--- config.mk ---
export PLATFORM = sky130hd
export DESIGN_NAME = branch_predictor
export DESIGN_NICKNAME = d
export VERILOG_FILES = /design/src/verilog/bp_pkg.sv /design/src/verilog/bp_table_if.sv /design/src/verilog/branch_predictor.sv /design/src/verilog/bp_csr.sv /design/src/verilog/update_engine.sv /design/src/verilog/counter_table.sv /design/src/verilog/counter_ram.sv
export SDC_FILE = /design/constraint.sdc
export NUM_CORES = 1
export LEC_CHECK = 0
export ABC_AREA = 1
export CAP_MARGIN = 30
export CORE_UTILIZATION = 40
export DETAILED_ROUTE_END_ITERATION = 12
export DONT_BUFFER_PORTS = 1
export GPL_ROUTABILITY_DRIVEN = 1
export GPL_TIMING_DRIVEN = 0
export SYNTH_ARGS = -nofsm -noshare
export SYNTH_HDL_FRONTEND = slang
export SYNTH_SLANG_ARGS = --single-unit
--- constraint.sdc ---
create_clock -name clk -period 3.1 [get_ports clk]
set_clock_uncertainty 0.15 [all_clocks]
set_input_delay 0 -clock clk [delete_from_list [all_inputs] [get_ports clk]]
set_output_delay 0 -clock clk [all_outputs]
set_load 0.03 [all_outputs]
--- src/verilog/bp_pkg.sv ---
// Shared sizes and encodings for the branch direction predictor.
// Modules import this package inside their bodies and use scoped names in port lists.
`default_nettype none

package bp_pkg;

   localparam int TABLE_DEPTH = 32;                       // Counters in the table.
   localparam int IDX_W       = $clog2(TABLE_DEPTH);      // Index bits taken from the PC.
   localparam int CTR_W       = 2;                        // Bits per saturating counter.

   localparam int UPD_DEPTH   = 4;                        // Update credits and queue slots.
   localparam int UPD_PTR_W   = $clog2(UPD_DEPTH);        // Queue pointer width.
   localparam int UPD_CNT_W   = $clog2(UPD_DEPTH + 1);    // Queue fill level width.

   localparam int CFG_DW      = 8;                        // Register data width.

   // Two-bit counter. The high bit is the taken prediction.
   typedef enum logic [CTR_W-1:0] {
      STRONG_NT = 2'd0,
      WEAK_NT   = 2'd1,
      WEAK_T    = 2'd2,
      STRONG_T  = 2'd3
   } ctr_state_e;

   // Prediction mode selected through the register block.
   typedef enum logic [1:0] {
      MODE_STATIC_NT = 2'd0,                              // Always predict not taken.
      MODE_STATIC_T  = 2'd1,                              // Always predict taken.
      MODE_DYNAMIC   = 2'd2                               // Use the counter value.
   } bp_mode_e;

   // Register map.
   typedef enum logic [1:0] {
      CSR_MODE   = 2'd0,                                  // Read and write.
      CSR_INIT   = 2'd1,                                  // Read and write.
      CSR_CLEAR  = 2'd2,                                  // Any write starts a sweep.
      CSR_STATUS = 2'd3                                   // Read only, bit 0 is busy.
   } csr_addr_e;

endpackage

`default_nettype wire
--- src/verilog/bp_table_if.sv ---
// Update port of the counter table.
// The update engine drives the request side and the table returns read data.
`timescale 1ns/1ps
`default_nettype none

interface bp_table_if;
   import bp_pkg::*;

   logic             en;                                  // Port access this cycle.
   logic             we;                                  // Write when set, read otherwise.
   logic [IDX_W-1:0] addr;                                // Counter index.
   ctr_state_e       wdata;                               // New counter value.
   ctr_state_e       rdata;                               // Registered read data.

   modport engine (
      output en,
      output we,
      output addr,
      output wdata,
      input  rdata
   );

   // Table side of the port.
   modport store (
      input  en,
      input  we,
      input  addr,
      input  wdata,
      output rdata
   );

endinterface

`default_nettype wire

--- src/verilog/branch_predictor.sv ---
// Top level of the branch direction predictor. Connects the register block,
// the update engine and the counter table; all external signals are plain ports.
`timescale 1ns/1ps
`default_nettype none

module branch_predictor (
   input  logic                      clk,
   input  logic                      rst_i,
   input  logic                      lookup_valid_i,
   input  logic [bp_pkg::IDX_W-1:0]  lookup_idx_i,
   output logic                      pred_valid_o,
   output logic                      pred_taken_o,
   input  logic                      upd_valid_i,
   input  logic [bp_pkg::IDX_W-1:0]  upd_idx_i,
   input  logic                      upd_taken_i,
   output logic                      upd_credit_o,
   input  logic                      cfg_we_i,
   input  logic [1:0]                cfg_addr_i,
   input  logic [bp_pkg::CFG_DW-1:0] cfg_wdata_i,
   output logic [bp_pkg::CFG_DW-1:0] cfg_rdata_o
);
   import bp_pkg::*;

   csr_addr_e  cfg_addr;
   bp_mode_e   mode;
   ctr_state_e init;
   logic       clear;
   logic       busy;                                    // High for the whole clear sweep.

   bp_table_if tbl_if ();

   assign cfg_addr = csr_addr_e'(cfg_addr_i);

   bp_csr csr_i (
      .clk         (clk),
      .rst_i       (rst_i),
      .cfg_we_i    (cfg_we_i),
      .cfg_addr_i  (cfg_addr),
      .cfg_wdata_i (cfg_wdata_i),
      .cfg_rdata_o (cfg_rdata_o),
      .busy_i      (busy),
      .mode_o      (mode),
      .init_o      (init),
      .clear_o     (clear)
   );

   update_engine engine_i (
      .clk          (clk),
      .rst_i        (rst_i),
      .upd_valid_i  (upd_valid_i),
      .upd_idx_i    (upd_idx_i),
      .upd_taken_i  (upd_taken_i),
      .upd_credit_o (upd_credit_o),
      .clear_i      (clear),
      .init_i       (init),
      .busy_o       (busy),
      .tbl          (tbl_if.engine)
   );

   counter_table table_i (
      .clk            (clk),
      .lookup_valid_i (lookup_valid_i),
      .lookup_idx_i   (lookup_idx_i),
      .mode_i         (mode),
      .pred_valid_o   (pred_valid_o),
      .pred_taken_o   (pred_taken_o),
      .tbl            (tbl_if.store)
   );

endmodule

`default_nettype wire

--- src/verilog/bp_csr.sv ---
// Configuration registers of the predictor: prediction mode, initial counter value,
// a clear command and a busy status bit. Reads return the addressed register directly.
`timescale 1ns/1ps
`default_nettype none

module bp_csr (
   input  logic                      clk,
   input  logic                      rst_i,
   input  logic                      cfg_we_i,
   input  bp_pkg::csr_addr_e         cfg_addr_i,
   input  logic [bp_pkg::CFG_DW-1:0] cfg_wdata_i,
   output logic [bp_pkg::CFG_DW-1:0] cfg_rdata_o,
   input  logic                      busy_i,
   output bp_pkg::bp_mode_e          mode_o,
   output bp_pkg::ctr_state_e        init_o,
   output logic                      clear_o
);
   import bp_pkg::*;

   bp_mode_e wr_mode;

   // Values outside the defined modes fall back to dynamic prediction.
   always_comb begin
      if (cfg_wdata_i == CFG_DW'(MODE_STATIC_NT)) begin
         wr_mode = MODE_STATIC_NT;
      end else if (cfg_wdata_i == CFG_DW'(MODE_STATIC_T)) begin
         wr_mode = MODE_STATIC_T;
      end else begin
         wr_mode = MODE_DYNAMIC;
      end
   end

   always_ff @(posedge clk) begin
      if (rst_i) begin
         mode_o <= MODE_DYNAMIC;
         init_o <= WEAK_NT;
      end else if (cfg_we_i) begin
         case (cfg_addr_i)
            CSR_MODE: mode_o <= wr_mode;
            CSR_INIT: init_o <= ctr_state_e'(cfg_wdata_i[CTR_W-1:0]);
            default:  ;
         endcase
      end
   end

   // A clear request during a sweep is dropped.
   assign clear_o = cfg_we_i && (cfg_addr_i == CSR_CLEAR) && !busy_i;

   always_comb begin
      case (cfg_addr_i)
         CSR_MODE:   cfg_rdata_o = CFG_DW'(mode_o);
         CSR_INIT:   cfg_rdata_o = CFG_DW'(init_o);
         CSR_STATUS: cfg_rdata_o = CFG_DW'(busy_i);
         default:    cfg_rdata_o = '0;                    // The clear register reads as zero.
      endcase
   end

endmodule

`default_nettype wire

--- src/verilog/update_engine.sv ---
// Update path of the predictor. Buffers branch outcomes under credit flow control,
// trains counters by read-modify-write and runs the clear sweep over the table.
`timescale 1ns/1ps
`default_nettype none

module update_engine (
   input  logic                     clk,
   input  logic                     rst_i,
   input  logic                     upd_valid_i,
   input  logic [bp_pkg::IDX_W-1:0] upd_idx_i,
   input  logic                     upd_taken_i,
   output logic                     upd_credit_o,
   input  logic                     clear_i,
   input  bp_pkg::ctr_state_e       init_i,
   output logic                     busy_o,
   bp_table_if.engine               tbl
);
   import bp_pkg::*;

   typedef enum logic [1:0] {IDLE, READ, WRITE, CLEAR} eng_state_e;

   eng_state_e           state_q;
   eng_state_e           state_d;
   logic [IDX_W-1:0]     q_idx [UPD_DEPTH];
   logic                 q_taken [UPD_DEPTH];
   logic [UPD_PTR_W-1:0] wr_ptr_q;
   logic [UPD_PTR_W-1:0] rd_ptr_q;
   logic [UPD_CNT_W-1:0] count_q;
   logic                 push;
   logic                 pop;
   logic [IDX_W-1:0]     head_idx;
   logic                 head_taken;
   logic [IDX_W-1:0]     clr_idx_q;
   ctr_state_e           clr_val_q;

   // Saturating step toward the observed outcome.
   function automatic ctr_state_e ctr_next(input ctr_state_e cur, input logic taken);
      ctr_state_e nxt;
      nxt = cur;
      if (taken && (cur != STRONG_T)) begin
         nxt = ctr_state_e'(cur + 2'd1);
      end else if (!taken && (cur != STRONG_NT)) begin
         nxt = ctr_state_e'(cur - 2'd1);
      end
      return nxt;
   endfunction

   assign push = upd_valid_i && (count_q != UPD_CNT_W'(UPD_DEPTH)); // Credits keep this true.
   assign pop  = (state_q == WRITE);                    // Head retires with its write.

   assign head_idx   = q_idx[rd_ptr_q];
   assign head_taken = q_taken[rd_ptr_q];

   always_ff @(posedge clk) begin
      if (push) begin
         q_idx[wr_ptr_q]   <= upd_idx_i;
         q_taken[wr_ptr_q] <= upd_taken_i;
      end
   end

   always_ff @(posedge clk) begin
      if (rst_i) begin
         wr_ptr_q <= '0;
         rd_ptr_q <= '0;
         count_q  <= '0;
      end else begin
         if (push) begin
            wr_ptr_q <= wr_ptr_q + UPD_PTR_W'(1);
         end
         if (pop) begin
            rd_ptr_q <= rd_ptr_q + UPD_PTR_W'(1);
         end
         count_q <= count_q + UPD_CNT_W'(push) - UPD_CNT_W'(pop);
      end
   end

   // A clear abandons a pending read but lets a write in flight land first.
   always_comb begin
      state_d = state_q;
      case (state_q)
         IDLE: begin
            if (clear_i) state_d = CLEAR;
            else if (count_q != '0) state_d = READ;
         end
         READ: state_d = clear_i ? CLEAR : WRITE;
         WRITE: begin
            if (clear_i) state_d = CLEAR;
            else if ((count_q > UPD_CNT_W'(1)) || push) state_d = READ;
            else state_d = IDLE;
         end
         CLEAR: begin
            if (clr_idx_q == IDX_W'(TABLE_DEPTH - 1)) begin
               state_d = (count_q != '0) ? READ : IDLE;
            end
         end
         default: state_d = IDLE;
      endcase
   end

   always_ff @(posedge clk) begin
      if (rst_i) begin
         state_q   <= IDLE;
         clr_idx_q <= '0;
      end else begin
         state_q <= state_d;
         if (state_q == CLEAR) begin
            clr_idx_q <= clr_idx_q + IDX_W'(1);         // Wraps back to 0 after the last entry.
         end
      end
   end

   always_ff @(posedge clk) begin
      if (clear_i && (state_q != CLEAR)) begin
         clr_val_q <= init_i;                           // Sweep value is fixed at the start.
      end
   end

   always_comb begin
      tbl.en    = (state_q != IDLE);
      tbl.we    = (state_q == WRITE) || (state_q == CLEAR);
      tbl.addr  = (state_q == CLEAR) ? clr_idx_q : head_idx;
      tbl.wdata = (state_q == CLEAR) ? clr_val_q : ctr_next(tbl.rdata, head_taken);
   end

   assign upd_credit_o = pop;
   assign busy_o       = (state_q == CLEAR);

endmodule

`default_nettype wire

--- src/verilog/counter_table.sv ---
// Counter table around the two-port RAM.
// Lookups use port 0 and get a prediction one cycle later; port 1 follows the update port.
`timescale 1ns/1ps
`default_nettype none

module counter_table (
   input  logic                     clk,
   input  logic                     lookup_valid_i,
   input  logic [bp_pkg::IDX_W-1:0] lookup_idx_i,
   input  bp_pkg::bp_mode_e         mode_i,
   output logic                     pred_valid_o,
   output logic                     pred_taken_o,
   bp_table_if.store                tbl
);
   import bp_pkg::*;

   logic [CTR_W-1:0] lookup_ctr;
   logic [CTR_W-1:0] upd_rdata;
   logic             upd_we;

   // Write enable only counts while the port is selected.
   assign upd_we = tbl.en && tbl.we;

   counter_ram ram_i (
      .clk      (clk),
      .en0_i    (lookup_valid_i),
      .addr0_i  (lookup_idx_i),
      .rdata0_o (lookup_ctr),
      .en1_i    (tbl.en),
      .we1_i    (upd_we),
      .addr1_i  (tbl.addr),
      .wdata1_i (tbl.wdata),
      .rdata1_o (upd_rdata)
   );

   assign tbl.rdata = ctr_state_e'(upd_rdata);

   always_ff @(posedge clk) begin
      pred_valid_o <= lookup_valid_i;                     // Read data is ready one cycle later.
   end

   // Static modes override the counter; training continues underneath.
   always_comb begin
      case (mode_i)
         MODE_STATIC_NT: pred_taken_o = 1'b0;
         MODE_STATIC_T:  pred_taken_o = 1'b1;
         default:        pred_taken_o = lookup_ctr[CTR_W-1];
      endcase
   end

endmodule

`default_nettype wire

--- src/verilog/counter_ram.sv ---
// Behavioural two-port RAM holding the 2-bit counters.
// Port 0 only reads; port 1 reads or writes. Both ports register their read data.
`timescale 1ns/1ps
`default_nettype none

module counter_ram (
   input  logic                     clk,
   input  logic                     en0_i,
   input  logic [bp_pkg::IDX_W-1:0] addr0_i,
   output logic [bp_pkg::CTR_W-1:0] rdata0_o,
   input  logic                     en1_i,
   input  logic                     we1_i,
   input  logic [bp_pkg::IDX_W-1:0] addr1_i,
   input  logic [bp_pkg::CTR_W-1:0] wdata1_i,
   output logic [bp_pkg::CTR_W-1:0] rdata1_o
);
   import bp_pkg::*;

   logic [CTR_W-1:0] mem [TABLE_DEPTH];

   // Lookup port. Sampling before the write lands gives the old value on a collision.
   always_ff @(posedge clk) begin
      if (en0_i) begin
         rdata0_o <= mem[addr0_i];
      end
   end

   always_ff @(posedge clk) begin
      if (en1_i && we1_i) begin
         mem[addr1_i] <= wdata1_i;                        // Update or clear write.
      end
   end

   always_ff @(posedge clk) begin
      if (en1_i) begin
         rdata1_o <= mem[addr1_i];                        // Read first on this port too.
      end
   end

endmodule

`default_nettype wire

==> results_dict.tcl <==
set metrics [dict create \
    port-buffer-count 0 \
    p_clk_frac 0.320 \
    critPathMaxFanout 2 \
    die_w_um 121 \
    grt.overflow.total 0 \
    detail_route.vias_per_cell 5.21 \
    core_region_area_mm2 0.0139 \
    grt.total_usage 0.213 \
    die_area_mm2 0.0147 \
    cap_violations 0 \
    final_area_mm2 0.00683 \
    syn-cell-area_mm2 0.00569 \
    drv_slew 0 \
    initial_core_util 0.410 \
    grt_setup_unrepaired "false" \
    status "finished, final reports clean" \
    grt_pass1_wl_um 23000 \
    postCtsSetupRepairBufs 0 \
    max-vdd-ir-drop_mv 0.408 \
    layout_min_cycle_time_ns 2.71 \
    cts_buffer_depth 2 \
    drt_iter0_drc 370 \
    cp-start-kind "flop" \
    leakage_nw 2.77 \
    ant_nets 0 \
    mostFrequentLayoutCell "nand2_1" \
    nNetsFinal 718 \
    synth.avg_cell_area_um2 9.07 \
    routabilityCongestion 0.924 \
    cp_slowest_stage_delay_ns 0.62 \
    cts_buffers 17 \
    synth_seq_area_share 0.565 \
    diodes 0 \
    syn_to_final_growth_pct 20.0 \
    antenna_found_initial 0 \
    power_density_mw_per_mm2 883 \
    drc 0 \
    dr.pass1.iters 7 \
    yosys.area.top_type "edfxtp_1" \
    insertion_delay_ns 0.43 \
    dp_hpwl_um 9730 \
    fin_crit_sh 0.876 \
    dpl_cell_area_mm2 0.00597 \
    finalPower_mw 6.03 \
    grt_max_degree 19 \
    fin_hold_ws_ns 0.0128 \
    drt_wl_total_um 14400 \
    drive_gt1_frac 0.117 \
    ys_ff_latch 114 \
    setup_viol_count_final 0 \
    chipHeight_um 121 \
    netlist_top_cells_area "edfxtp_1 49%, nand2_1 12%, dfxtp_1 7.4%, nor2_1 6.2%, nand3_1 4.8%" \
    synth_cell_types 39 \
    r2r_slack_ns 0.39 \
    dp_slack_ns 0.497 \
    worstHoldPathCells 1 \
    num_rows 43 \
    finish.utilization 0.492 \
    tns_ns 0 \
    grt_pass1_vias 4580 \
    layout_common_cells "176 x nand2_1, 94 x nor2_1, 93 x edfxtp_1, 54 x nand3_1, 51 x inv_1" \
    synth_top_area_frac 0.491 \
    layout.cells.non_filler 873 \
    reg2regPathDepth 7 \
    fmax_ghz 0.368 \
    syn_inst 627 \
    tightest_slew_ns 0.947 \
    hp-class "in2reg" \
    cts.htree.levels 4 \
    critical_path_arrival_ns 2.73 \
    crit_slowest_cell "dlygate4sd3_1" \
    p_switching_mw 2.16 \
    ys_warn_count 0 \
    fin_ws_ns 0.386 \
    path_cells "o21ai_0 -> o221ai_1 -> nand3_1 -> nand3_1 -> dlygate4sd3_1 -> a21boi_0 -> dlygate4sd3_1" \
    pwr-share-seq 0.361 \
    clock-sinks 114 \
    boundaryPins 37 \
    placedCellCount 814 \
    vias 4551 \
    final_hold_viol_count 0 \
    switching_share 0.358 \
    cts_root_buffer "clkbuf_16" \
    crit_required_ns 3.12 \
    critical_path_class "reg2reg" \
    cts.clk_slew.worst_paths_ns 0.06 \
    slew_headroom 0.366 \
    avgRoutedWirePerCell_um 16.5 \
    worstSetupEndpointType "flop" \
    combPwrFrac 0.320 \
    cts_tree "done" \
    p_int_mw 3.87 \
]
per-layer routing:
layer / vias up / GRT usage / wire length (µm)
li1: 2184 / - / -
met4: 0 / 0.103 / 416
met1: 2138 / 0.249 / 5790
met5: - / 0 / 0
met2: 197 / 0.355 / 7020
met3: 32 / 0.0639 / 1160
power by group through the flow:
| stage | clock network (mW) | logic (mW) | registers (mW) |
|---|---|---|---|
| CTS | 1.95 | 1.95 | 2.17 |
| detailed placement | 0 | 1.90 | 2.21 |
| global route | 2.02 | 2.18 | 2.19 |
| global placement | 0 | 1.69 | 2.22 |
| floorplan | 0 | 1.24 | 2.21 |
| finish | 1.93 | 1.93 | 2.17 |
final cells by class:
cell class | count | area [µm²]
buffer | 29 | 191
timing repair buffer | 29 | 300
clock buffer | 18 | 429
inverter | 55 | 206
clock inverter | 14 | 155
fill | 1290 | 7060
sequential | 114 | 3210
tap | 180 | 225
multi-input combinational | 434 | 2100
Yosys cell counts, drive strengths merged:
master,instances
a21boi,3
a21oi,9
a221oi,1
a31oi,1
buf,25
clkbuf,4
conb,1
dfxtp,21
edfxtp,93
fa,1
ha,11
inv,55
mux2i,2
nand2,181
nand3,59
nand4,1
nor2,94
nor3,4
nor4,1
o2111ai,1
o211ai,2
o21ai,35
o21bai,6
o221ai,8
o22ai,1
o31ai,1
or2,3
xor2,3
registers in the layout (all words and copies together), names as in the netlist, named ones only:
register                flops
table_i.ram_i.mem          64
engine_i.q_idx             20
engine_i.clr_idx_q          5
engine_i.q_taken            4
engine_i.count_q            3
csr_i.init_o                2
csr_i.mode_o                2
engine_i.clr_val_q          2
engine_i.rd_ptr_q           2
engine_i.state_q            2
engine_i.wr_ptr_q           2
table_i.ram_i.rdata1_o      2
table_i.pred_valid_o        1
table_i.ram_i.rdata0_o      1
critical path, delay by kind of cell, from the launching register on:
family	cells	cell delay, ns
AO/OA/AOI/OAI	3	0.52
buffers and inverters	2	1.17
flip-flops	1	0.45
AND/OR/NAND/NOR	2	0.17
path summary, 6_finish.rpt:
| kind | from | to |
|---|---|---|
| max | table_i.ram_i.mem[18][1] | table_i.ram_i.rdata0_o[1] |
| min reg2reg | csr_i.init_o[1] | engine_i.clr_val_q[1] |
| min | lookup_valid_i | table_i.pred_valid_o |
| max reg2reg | table_i.ram_i.mem[18][1] | table_i.ram_i.rdata0_o[1] |
cells by family (layout without fill, tap and decap cells):
group	after synthesis	count (layout)	share of synthesized area
fa+ha+maj	12	12	0.0277
flops	114	114	0.565
mux	2	2	0.00352
compound gates	68	68	0.0790
other cells	1	6	0.000659
simple gates	343	343	0.250
buf+inv	84	145	0.0699
xor+xnor	3	3	0.00462
repair_timing:
action | CTS | global route
resized for setup | 0 | 0
endpoints found under the hold margin | 73 | 0
hold buffers | 27 | 0
Note: power is estimated with default switching activity, not from simulation.
